$ cat config.mk
export PLATFORM = sky130hd
export DESIGN_NAME = ether_top
export DESIGN_NICKNAME = d
export VERILOG_FILES = /design/src/ether_pkg.sv /design/src/udp_host_ctrl.sv /design/src/udp_rx_path.sv /design/src/udp_tx_path.sv /design/src/ether_top.sv
export SDC_FILE = /design/constraint.sdc
export NUM_CORES = 1
export LEC_CHECK = 0
export ABC_CLOCK_PERIOD_IN_PS = 6250
export BUFFER_PORTS_ARGS = -buffer_cell sky130_fd_sc_hd__buf_2
export CAP_MARGIN = 20
export CORE_MARGIN = 10
export CORE_UTILIZATION = 55
export CTS_CLUSTER_DIAMETER = 60
export DETAILED_ROUTE_END_ITERATION = 7
export PLACE_DENSITY_LB_ADDON = 0.1
export SLEW_MARGIN = 15
export SYNTH_ARGS = -nofsm -noshare
export SYNTH_HDL_FRONTEND = slang
export SYNTH_HIERARCHICAL = 1
export SYNTH_SLANG_ARGS = --single-unit
$ cat constraint.sdc
create_clock -name clk_int -period 6.25 [get_ports clk_int]
set_input_delay 1.5625 -clock clk_int [delete_from_list [all_inputs] [get_ports clk_int]]
set_output_delay 1.5625 -clock clk_int [all_outputs]
set_load 0.005 [all_outputs]
$ cat src/ether_pkg.sv
`default_nettype none

package ether_pkg;

    localparam int rxbuf_awidth = 6;
    localparam int txbuf_awidth = 6;

    // Receive buffer layout: size word at address 1, payload from address 2.
    localparam logic [rxbuf_awidth-1:0] rxbuf_size_addr = rxbuf_awidth'(1);
    localparam logic [rxbuf_awidth-1:0] rxbuf_data_addr = rxbuf_awidth'(2);

    localparam int tx_period = 200;
    localparam int tx_cnt_width = $clog2(tx_period);
    localparam logic [tx_cnt_width-1:0] tx_cnt_last = tx_cnt_width'(tx_period - 1);

    localparam logic [31:0] txbuf_word0 = 32'h0a01_a8c0; // Destination IP, LSB first.
    localparam logic [31:0] txbuf_word1 = 32'h0457_04d2; // Source and destination port.
    localparam logic [31:0] txbuf_word2 = 32'h0000_0007; // Payload length in bytes.
    localparam logic [31:0] txbuf_word3 = 32'h626f_6f66;
    localparam logic [31:0] txbuf_word4 = 32'h000a_7261;

    localparam int txbuf_hdr_words = 3;
    // The last header word carries the payload length.
    localparam logic [txbuf_awidth-1:0] txbuf_len_addr = txbuf_awidth'(txbuf_hdr_words - 1);

    localparam logic [15:0] led_red_max = 16'd10;
    localparam logic [15:0] led_green_max = 16'd20;

    typedef enum logic [2:0] {
        rx_idle,
        rx_data,
        rx_flush,
        rx_size,
        rx_handoff
    } rx_state_t;

    typedef enum logic [1:0] {
        tx_idle,
        tx_fetch,
        tx_send,
        tx_done
    } tx_state_t;

endpackage

`default_nettype wire

$ cat src/udp_host_ctrl.sv
`timescale 1ns/10ps
`default_nettype none

module udp_host_ctrl (
    input  wire                               clk_int,
    input  wire                               rst_n_int,
    input  wire [ether_pkg::rxbuf_awidth-1:0] rxbuf_addr,
    input  wire                               rxbuf_we,
    input  wire [31:0]                        rxbuf_wdata,
    input  wire                               rxbuf_cpu_grant,
    output logic                              rxbuf_cpu_rel,
    input  wire [ether_pkg::txbuf_awidth-1:0] txbuf_addr,
    input  wire                               txbuf_cpu_grant,
    output logic                              txbuf_cpu_rel,
    output logic [31:0]                       txbuf_rdata,
    output wire                               led_r,
    output wire                               led_g,
    output wire                               led_b
);

    logic [ether_pkg::tx_cnt_width-1:0] tx_cnt;
    logic [15:0]                        last_rx_size;

    always_ff @(posedge clk_int or negedge rst_n_int) begin
        if (!rst_n_int) begin
            tx_cnt        <= '0;
            txbuf_cpu_rel <= 1'b0;
        end else begin
            if (tx_cnt == ether_pkg::tx_cnt_last) begin
                tx_cnt        <= '0;
                txbuf_cpu_rel <= txbuf_cpu_grant; // A busy stack skips this slot.
            end else begin
                tx_cnt        <= tx_cnt + 1'b1;
                txbuf_cpu_rel <= 1'b0;
            end
        end
    end

    // Registered table, so data follows the address by one cycle.
    always_ff @(posedge clk_int) begin
        case (txbuf_addr)
            0:       txbuf_rdata <= ether_pkg::txbuf_word0;
            1:       txbuf_rdata <= ether_pkg::txbuf_word1;
            2:       txbuf_rdata <= ether_pkg::txbuf_word2;
            3:       txbuf_rdata <= ether_pkg::txbuf_word3;
            4:       txbuf_rdata <= ether_pkg::txbuf_word4;
            default: txbuf_rdata <= 32'h0;
        endcase
    end

    always_ff @(posedge clk_int or negedge rst_n_int) begin
        if (!rst_n_int) begin
            rxbuf_cpu_rel <= 1'b0;
            last_rx_size  <= '0;
        end else begin
            rxbuf_cpu_rel <= rxbuf_cpu_grant && !rxbuf_cpu_rel; // One pulse per grant.
            if (rxbuf_we && rxbuf_addr == ether_pkg::rxbuf_size_addr) begin
                last_rx_size <= rxbuf_wdata[31:16];
            end
        end
    end

    assign led_r = (last_rx_size != '0) && (last_rx_size <= ether_pkg::led_red_max);
    assign led_g = (last_rx_size > ether_pkg::led_red_max) &&
                   (last_rx_size <= ether_pkg::led_green_max);
    assign led_b = (last_rx_size > ether_pkg::led_green_max);

    // The rx path must drop grant on the pulse, or a second release would follow.
    a_rx_grant_drop : assert property (@(posedge clk_int) disable iff (!rst_n_int)
        rxbuf_cpu_rel |=> !rxbuf_cpu_grant)
        else $error("rxbuf_cpu_grant still high after release");

    a_tx_rel_single : assert property (@(posedge clk_int) disable iff (!rst_n_int)
        txbuf_cpu_rel |=> !txbuf_cpu_rel)
        else $error("txbuf_cpu_rel high for two cycles");

endmodule

`default_nettype wire

$ cat src/udp_rx_path.sv
`timescale 1ns/10ps
`default_nettype none

module udp_rx_path (
    input  wire                                clk_int,
    input  wire                                rst_n_int,
    input  wire [3:0]                          phy_rxd,
    input  wire                                phy_rx_dv,
    input  wire                                phy_rx_er,
    output logic [ether_pkg::rxbuf_awidth-1:0] rxbuf_addr,
    output logic                               rxbuf_we,
    output logic [31:0]                        rxbuf_wdata,
    output logic                               rxbuf_cpu_grant,
    input  wire                                rxbuf_cpu_rel
);

    ether_pkg::rx_state_t              state;
    logic                              dv_q;
    logic                              nib_phase;
    logic [3:0]                        nib_lo;
    logic [7:0]                        rx_byte;
    logic [31:0]                       word_buf;
    logic [15:0]                       byte_cnt;
    logic [ether_pkg::rxbuf_awidth-1:0] wr_addr;
    logic                              start;
    logic                              take_nib;
    logic                              byte_done;
    logic                              word_full;

    // Only a fresh rise of dv opens a frame, so a frame cut short is skipped whole.
    assign start     = (state == ether_pkg::rx_idle) && phy_rx_dv && !dv_q && !phy_rx_er;
    assign take_nib  = (state == ether_pkg::rx_data) && phy_rx_dv && !phy_rx_er;
    assign byte_done = take_nib && nib_phase;
    assign word_full = byte_done && (byte_cnt[1:0] == 2'd3);
    assign rx_byte   = {phy_rxd, nib_lo};

    always_ff @(posedge clk_int or negedge rst_n_int) begin
        if (!rst_n_int) begin
            state           <= ether_pkg::rx_idle;
            dv_q            <= 1'b0;
            nib_phase       <= 1'b0;
            byte_cnt        <= '0;
            wr_addr         <= '0;
            rxbuf_we        <= 1'b0;
            rxbuf_cpu_grant <= 1'b0;
        end else begin
            dv_q     <= phy_rx_dv;
            rxbuf_we <= 1'b0;
            if (start) begin
                nib_phase <= 1'b1;
            end else if (take_nib) begin
                nib_phase <= !nib_phase;
            end
            case (state)
                ether_pkg::rx_idle: begin
                    if (start) begin
                        byte_cnt <= '0;
                        wr_addr  <= ether_pkg::rxbuf_data_addr;
                        state    <= ether_pkg::rx_data;
                    end
                end
                ether_pkg::rx_data: begin
                    if (phy_rx_er) begin
                        state <= ether_pkg::rx_idle; // Bad frame, no size word.
                    end else if (!phy_rx_dv) begin
                        state <= ether_pkg::rx_flush;
                    end else if (byte_done && wr_addr == '0) begin
                        state <= ether_pkg::rx_idle; // Buffer full.
                    end else if (byte_done) begin
                        byte_cnt <= byte_cnt + 1'b1;
                        if (word_full) begin
                            rxbuf_we <= 1'b1;
                            wr_addr  <= wr_addr + 1'b1;
                        end
                    end
                end
                ether_pkg::rx_flush: begin
                    rxbuf_we <= (byte_cnt[1:0] != 2'd0);
                    state    <= ether_pkg::rx_size;
                end
                ether_pkg::rx_size: begin
                    rxbuf_we <= 1'b1;
                    state    <= ether_pkg::rx_handoff;
                end
                default: begin
                    rxbuf_cpu_grant <= !rxbuf_cpu_rel;
                    if (rxbuf_cpu_rel) begin
                        state <= ether_pkg::rx_idle;
                    end
                end
            endcase
        end
    end

    always_ff @(posedge clk_int) begin
        if (start || (take_nib && !nib_phase)) begin
            nib_lo <= phy_rxd;
        end
        if (start || word_full) begin
            word_buf <= '0; // Zeros pad a short last word.
        end else if (byte_done) begin
            word_buf[8*byte_cnt[1:0] +: 8] <= rx_byte;
        end
        if (word_full) begin
            rxbuf_addr  <= wr_addr;
            rxbuf_wdata <= {rx_byte, word_buf[23:0]};
        end else if (state == ether_pkg::rx_flush) begin
            rxbuf_addr  <= wr_addr;
            rxbuf_wdata <= word_buf;
        end else if (state == ether_pkg::rx_size) begin
            rxbuf_addr  <= ether_pkg::rxbuf_size_addr;
            rxbuf_wdata <= {byte_cnt, 16'h0000};
        end
    end

    a_no_write_granted : assert property (@(posedge clk_int) disable iff (!rst_n_int)
        rxbuf_cpu_grant |-> !rxbuf_we)
        else $error("rx buffer written while granted to host");

endmodule

`default_nettype wire

$ cat src/udp_tx_path.sv
`timescale 1ns/10ps
`default_nettype none

module udp_tx_path (
    input  wire                                clk_int,
    input  wire                                rst_n_int,
    input  wire                                txbuf_cpu_rel,
    input  wire [31:0]                         txbuf_rdata,
    output logic [ether_pkg::txbuf_awidth-1:0] txbuf_addr,
    output wire                                txbuf_cpu_grant,
    output logic [3:0]                         phy_txd,
    output logic                               phy_tx_en
);

    ether_pkg::tx_state_t state;
    logic [2:0]           nib_cnt;
    logic [16:0]          rem;
    logic [31:0]          shreg;
    logic                 load;
    logic [3:0]           nib_out;

    assign txbuf_cpu_grant = (state == ether_pkg::tx_idle);

    // A new word enters every eighth nibble; its address went out one word earlier.
    assign load = (state == ether_pkg::tx_fetch) ||
                  ((state == ether_pkg::tx_send) && (nib_cnt == 3'd0));
    assign nib_out = load ? txbuf_rdata[3:0] : shreg[3:0];

    always_ff @(posedge clk_int or negedge rst_n_int) begin
        if (!rst_n_int) begin
            state      <= ether_pkg::tx_idle;
            txbuf_addr <= '0;
            nib_cnt    <= '0;
            rem        <= '0;
            phy_txd    <= '0;
            phy_tx_en  <= 1'b0;
        end else begin
            case (state)
                ether_pkg::tx_idle: begin
                    if (txbuf_cpu_rel) begin
                        state <= ether_pkg::tx_fetch;
                    end
                end
                ether_pkg::tx_fetch: begin
                    // Word 0 has been on txbuf_rdata since the frame before.
                    phy_txd    <= nib_out;
                    phy_tx_en  <= 1'b1;
                    txbuf_addr <= txbuf_addr + 1'b1;
                    nib_cnt    <= 3'd1;
                    rem        <= '1; // The real count is known at word 2.
                    state      <= ether_pkg::tx_send;
                end
                ether_pkg::tx_send: begin
                    phy_txd <= nib_out;
                    nib_cnt <= nib_cnt + 1'b1;
                    rem     <= rem - 1'b1;
                    if (load) begin
                        txbuf_addr <= txbuf_addr + 1'b1;
                        if (txbuf_addr == ether_pkg::txbuf_len_addr) begin
                            rem <= {txbuf_rdata[15:0], 1'b0} + 17'd7;
                        end
                    end
                    if (rem == 17'd1) begin
                        state <= ether_pkg::tx_done; // Last nibble goes out now.
                    end
                end
                default: begin
                    phy_txd    <= '0;
                    phy_tx_en  <= 1'b0;
                    txbuf_addr <= '0;
                    state      <= ether_pkg::tx_idle;
                end
            endcase
        end
    end

    always_ff @(posedge clk_int) begin
        if (load) begin
            shreg <= txbuf_rdata >> 4;
        end else begin
            shreg <= shreg >> 4;
        end
    end

    a_en_not_granted : assert property (@(posedge clk_int) disable iff (!rst_n_int)
        !(phy_tx_en && txbuf_cpu_grant))
        else $error("phy_tx_en high while buffer granted to host");

endmodule

`default_nettype wire

$ cat src/ether_top.sv
`timescale 1ns/10ps
`default_nettype none

module ether_top (
    input  wire       clk_int,
    input  wire       rst_n_int,
    input  wire [3:0] phy_rxd,
    input  wire       phy_rx_dv,
    input  wire       phy_rx_er,
    output wire [3:0] phy_txd,
    output wire       phy_tx_en,
    output wire       led_r,
    output wire       led_g,
    output wire       led_b
);

    wire [ether_pkg::rxbuf_awidth-1:0] rxbuf_addr;
    wire                               rxbuf_we;
    wire [31:0]                        rxbuf_wdata;
    wire                               rxbuf_cpu_grant;
    wire                               rxbuf_cpu_rel;
    wire [ether_pkg::txbuf_awidth-1:0] txbuf_addr;
    wire [31:0]                        txbuf_rdata;
    wire                               txbuf_cpu_grant;
    wire                               txbuf_cpu_rel;

    udp_host_ctrl i_host (
        .clk_int         (clk_int),
        .rst_n_int       (rst_n_int),
        .rxbuf_addr      (rxbuf_addr),
        .rxbuf_we        (rxbuf_we),
        .rxbuf_wdata     (rxbuf_wdata),
        .rxbuf_cpu_grant (rxbuf_cpu_grant),
        .rxbuf_cpu_rel   (rxbuf_cpu_rel),
        .txbuf_addr      (txbuf_addr),
        .txbuf_cpu_grant (txbuf_cpu_grant),
        .txbuf_cpu_rel   (txbuf_cpu_rel),
        .txbuf_rdata     (txbuf_rdata),
        .led_r           (led_r),
        .led_g           (led_g),
        .led_b           (led_b)
    );

    udp_rx_path i_rx (
        .clk_int         (clk_int),
        .rst_n_int       (rst_n_int),
        .phy_rxd         (phy_rxd),
        .phy_rx_dv       (phy_rx_dv),
        .phy_rx_er       (phy_rx_er),
        .rxbuf_addr      (rxbuf_addr),
        .rxbuf_we        (rxbuf_we),
        .rxbuf_wdata     (rxbuf_wdata),
        .rxbuf_cpu_grant (rxbuf_cpu_grant),
        .rxbuf_cpu_rel   (rxbuf_cpu_rel)
    );

    udp_tx_path i_tx (
        .clk_int         (clk_int),
        .rst_n_int       (rst_n_int),
        .txbuf_cpu_rel   (txbuf_cpu_rel),
        .txbuf_rdata     (txbuf_rdata),
        .txbuf_addr      (txbuf_addr),
        .txbuf_cpu_grant (txbuf_cpu_grant),
        .phy_txd         (phy_txd),
        .phy_tx_en       (phy_tx_en)
    );

endmodule

`default_nettype wire

==> metrics.md <==
| Metric | Value |
|---|---|
| CTS clock-pin slew for the worst setup and hold paths | `0.06 ns` |
| Hold WC Path Type | `flip-flop to flip-flop` |
| Port Buffers | `15` |
| H-Tree Depth | `4` |
| Maximum clock frequency | `approximately 300 MHz` |
| Worst EP required | `6.41 ns` |
| Period utilization | `0.5424` |
| Worst-Skew Late Latency | `0.43 ns` |
| Drt total wl | `16.01 mm` |
| Setup TNS | `0 ns` |
| Antenna Violating Nets Remaining | `0` |
| Setup crit start kind | `input port` |
| CP Capture Type | `flip-flop` |
| Vias in the first global route | `between 5000 and 6000` |
| CTS tree | `yes` |
| Number of DRC markers in iteration 0 | `474` |
| Most common cell after layout, fill and taps aside | `dfrtp_1` |
| CTS Buf Count | `17` |
| Diode count | `0` |
| Initial antenna violation count | `0` |
| Clock Skews | `0.02278 ns` |
| Cell chain of the critical path | `buf_2 > nand3b_1 > nor3_4 > or2_1 > mux2_1` |
| Critical path type | `input port to flip-flop` |
| Die Wd | `141.2 um` |
| Synthesized area | `8073 um2` |
| Worst-Margin Slew | `0.9069 ns` |
| Cell count after synthesis | `788` |
| Number of hold buffers added after cts | `0` |
| CP Data Arrival Time | `approximately 3.6 ns` |
| Remaining DRCs | `0` |
| PwrDens | `299.1 nW/um2` |
| Vias | `roughly 5700` |
| # IOs | `16` |
| Share of cells above drive strength 1 | `0.1362` |
| HPWL Detailed | `11.19 mm` |
| CP top delay family | `simple AND/OR/NAND/NOR gates` |
| Max IR drop VDD | `roughly 0.17 mV` |
| Hold Vio Cnt, Final | `0` |
| Max-Cap Viols | `0` |
| Status | `finished, final reports clean` |
| Die ar. | `19920 um2` |
| Resized Gates After CTS | `0` |
| Area Growth Syn to Fin | `7.037%` |
| Nets | `806` |
| Leak pwr | `around 3.5 nW` |
| Core area | `14480 um2` |
| Syn avg cell area | `10.24 um2` |
| RSZ-0062 raised after global routing | `no` |
| Final Max Tran Viols | `0` |
| Clock sinks | `173` |
| WL/cell | `between 15 and 20 um` |
| Die Y | `141.2 um` |
| Minimum clock period | `3.390 ns` |
| Most frequent cells in the layout | `88 x dfrtp_1, 71 x nand2_1, 63 x o21ai_0` |
| Relative slew slack | `0.3940` |
| Final setup fails | `0` |
| Critical Path Fanout Max | `23` |
| Vias per cell | `a little under 6` |
| Std cell rows | `44` |
| Synth warn | `6` |
| Final Wtd Congestion | `about 0.85` |
| GRT Util Overall | `0.1618` |
| Buffer and inverter count on the worst path | `1` |
| Root buffer cell | `clkbuf_16` |
| First-pass GRT wire length | `roughly 27 mm` |
| Pre-antenna DRT Iters | `5` |
| Initial Util | `0.5576` |
| Postcts setup bufs | `0` |
| Remaining global-route overflow | `0` |
| CTS max path bufs | `2` |
| Pin count of the biggest net entering global routing | `between 50 and 60` |
| Max stage delay cell, worst path | `nor3_4` |
| Layout Utilization | `0.5968` |
| CP max stage delay | `0.61 ns` |
## where the power goes
group	leakage [nW]	switching (mW)	internal [mW]	total [mW]
combinational	1.36	0.193	0.123	0.315
sequential	1.84	0.0745	1.25	1.33
clock	0.263	0.423	0.518	0.941
total	3.46	0.690	1.89	2.58
## per-layer routing
layer | global-route usage | vias to the layer above | part of all wire
met1 | 0.2442 | 2741 | 0.51
met3 | 0.03359 | 12 | 0.059
li1 | - | 2774 | -
met2 | 0.2231 | 179 | 0.43
met4 | 0.05380 | 0 | 0.0097
met5 | 0 | - | 0
## final timing paths
check                           cells after the start  slack [ns]              endpoint           from
max in group asynchronous                           2        4.09       i_rx/wr_addr[1]      rst_n_int
min in group asynchronous                           1        1.06           i_tx/rem[6]      rst_n_int
worst min-delay path                                2        0.44         i_tx/shreg[4]  i_tx/shreg[8]
worst max register to register                      4        3.19  i_rx/rxbuf_wdata[23]  i_rx/state[2]
worst max-delay path                                5        2.86  i_rx/rxbuf_wdata[23]      phy_rx_er
worst min register to register                      2        0.44         i_tx/shreg[4]  i_tx/shreg[8]
## layout make-up
type / count / area (um2)
fillers: 1258 / 5838
flip-flops and latches: 173 / 4164
multi-input cells: 541 / 3511
clock buffers: 22 / 454.2
well taps: 184 / 230.2
repair buffers: 20 / 115.1
inverters: 27 / 101.3
clock inverters: 10 / 65.06
## state kept, by name, summed over array words and instances, names as in the netlist, 2 cells and up
name                 count
i_tx/shreg              28
i_tx/rem                17
i_host/last_rx_size     16
i_rx/byte_cnt           16
i_rx/rxbuf_wdata        16
i_rx/word_buf           16
i_host/txbuf_rdata      15
i_host/tx_cnt            8
i_rx/rxbuf_addr          6
i_rx/wr_addr             6
i_tx/txbuf_addr          6
i_rx/nib_lo              4
i_tx/phy_txd             4
i_rx/state               3
i_tx/nib_cnt             3
i_tx/state               2
## worst reg2reg max path: cells and delay by family (launching register included)
kind / cells / cell delay, ns
multiplexers: 1 / 0.40
flip-flops: 1 / 0.45
AND/OR/NAND/NOR: 3 / 1.95
## per-stage QoR
step                      cells  area, um2  setup slack (ns)  hold slack (ns)  total power, mW
after floorplan             792       8088             3.145           0.4014            1.589
after global placement      944       8114             2.542           0.4339            1.644
after detailed placement    944       8114             2.446           0.4209            1.662
after CTS                   976       8633             2.903           0.4390            2.608
after global routing        977       8641             2.709           0.4673            2.706
final                       977       8641             2.860           0.4367            2.585
No activity file was read; power rests on OpenSTA's default activity.
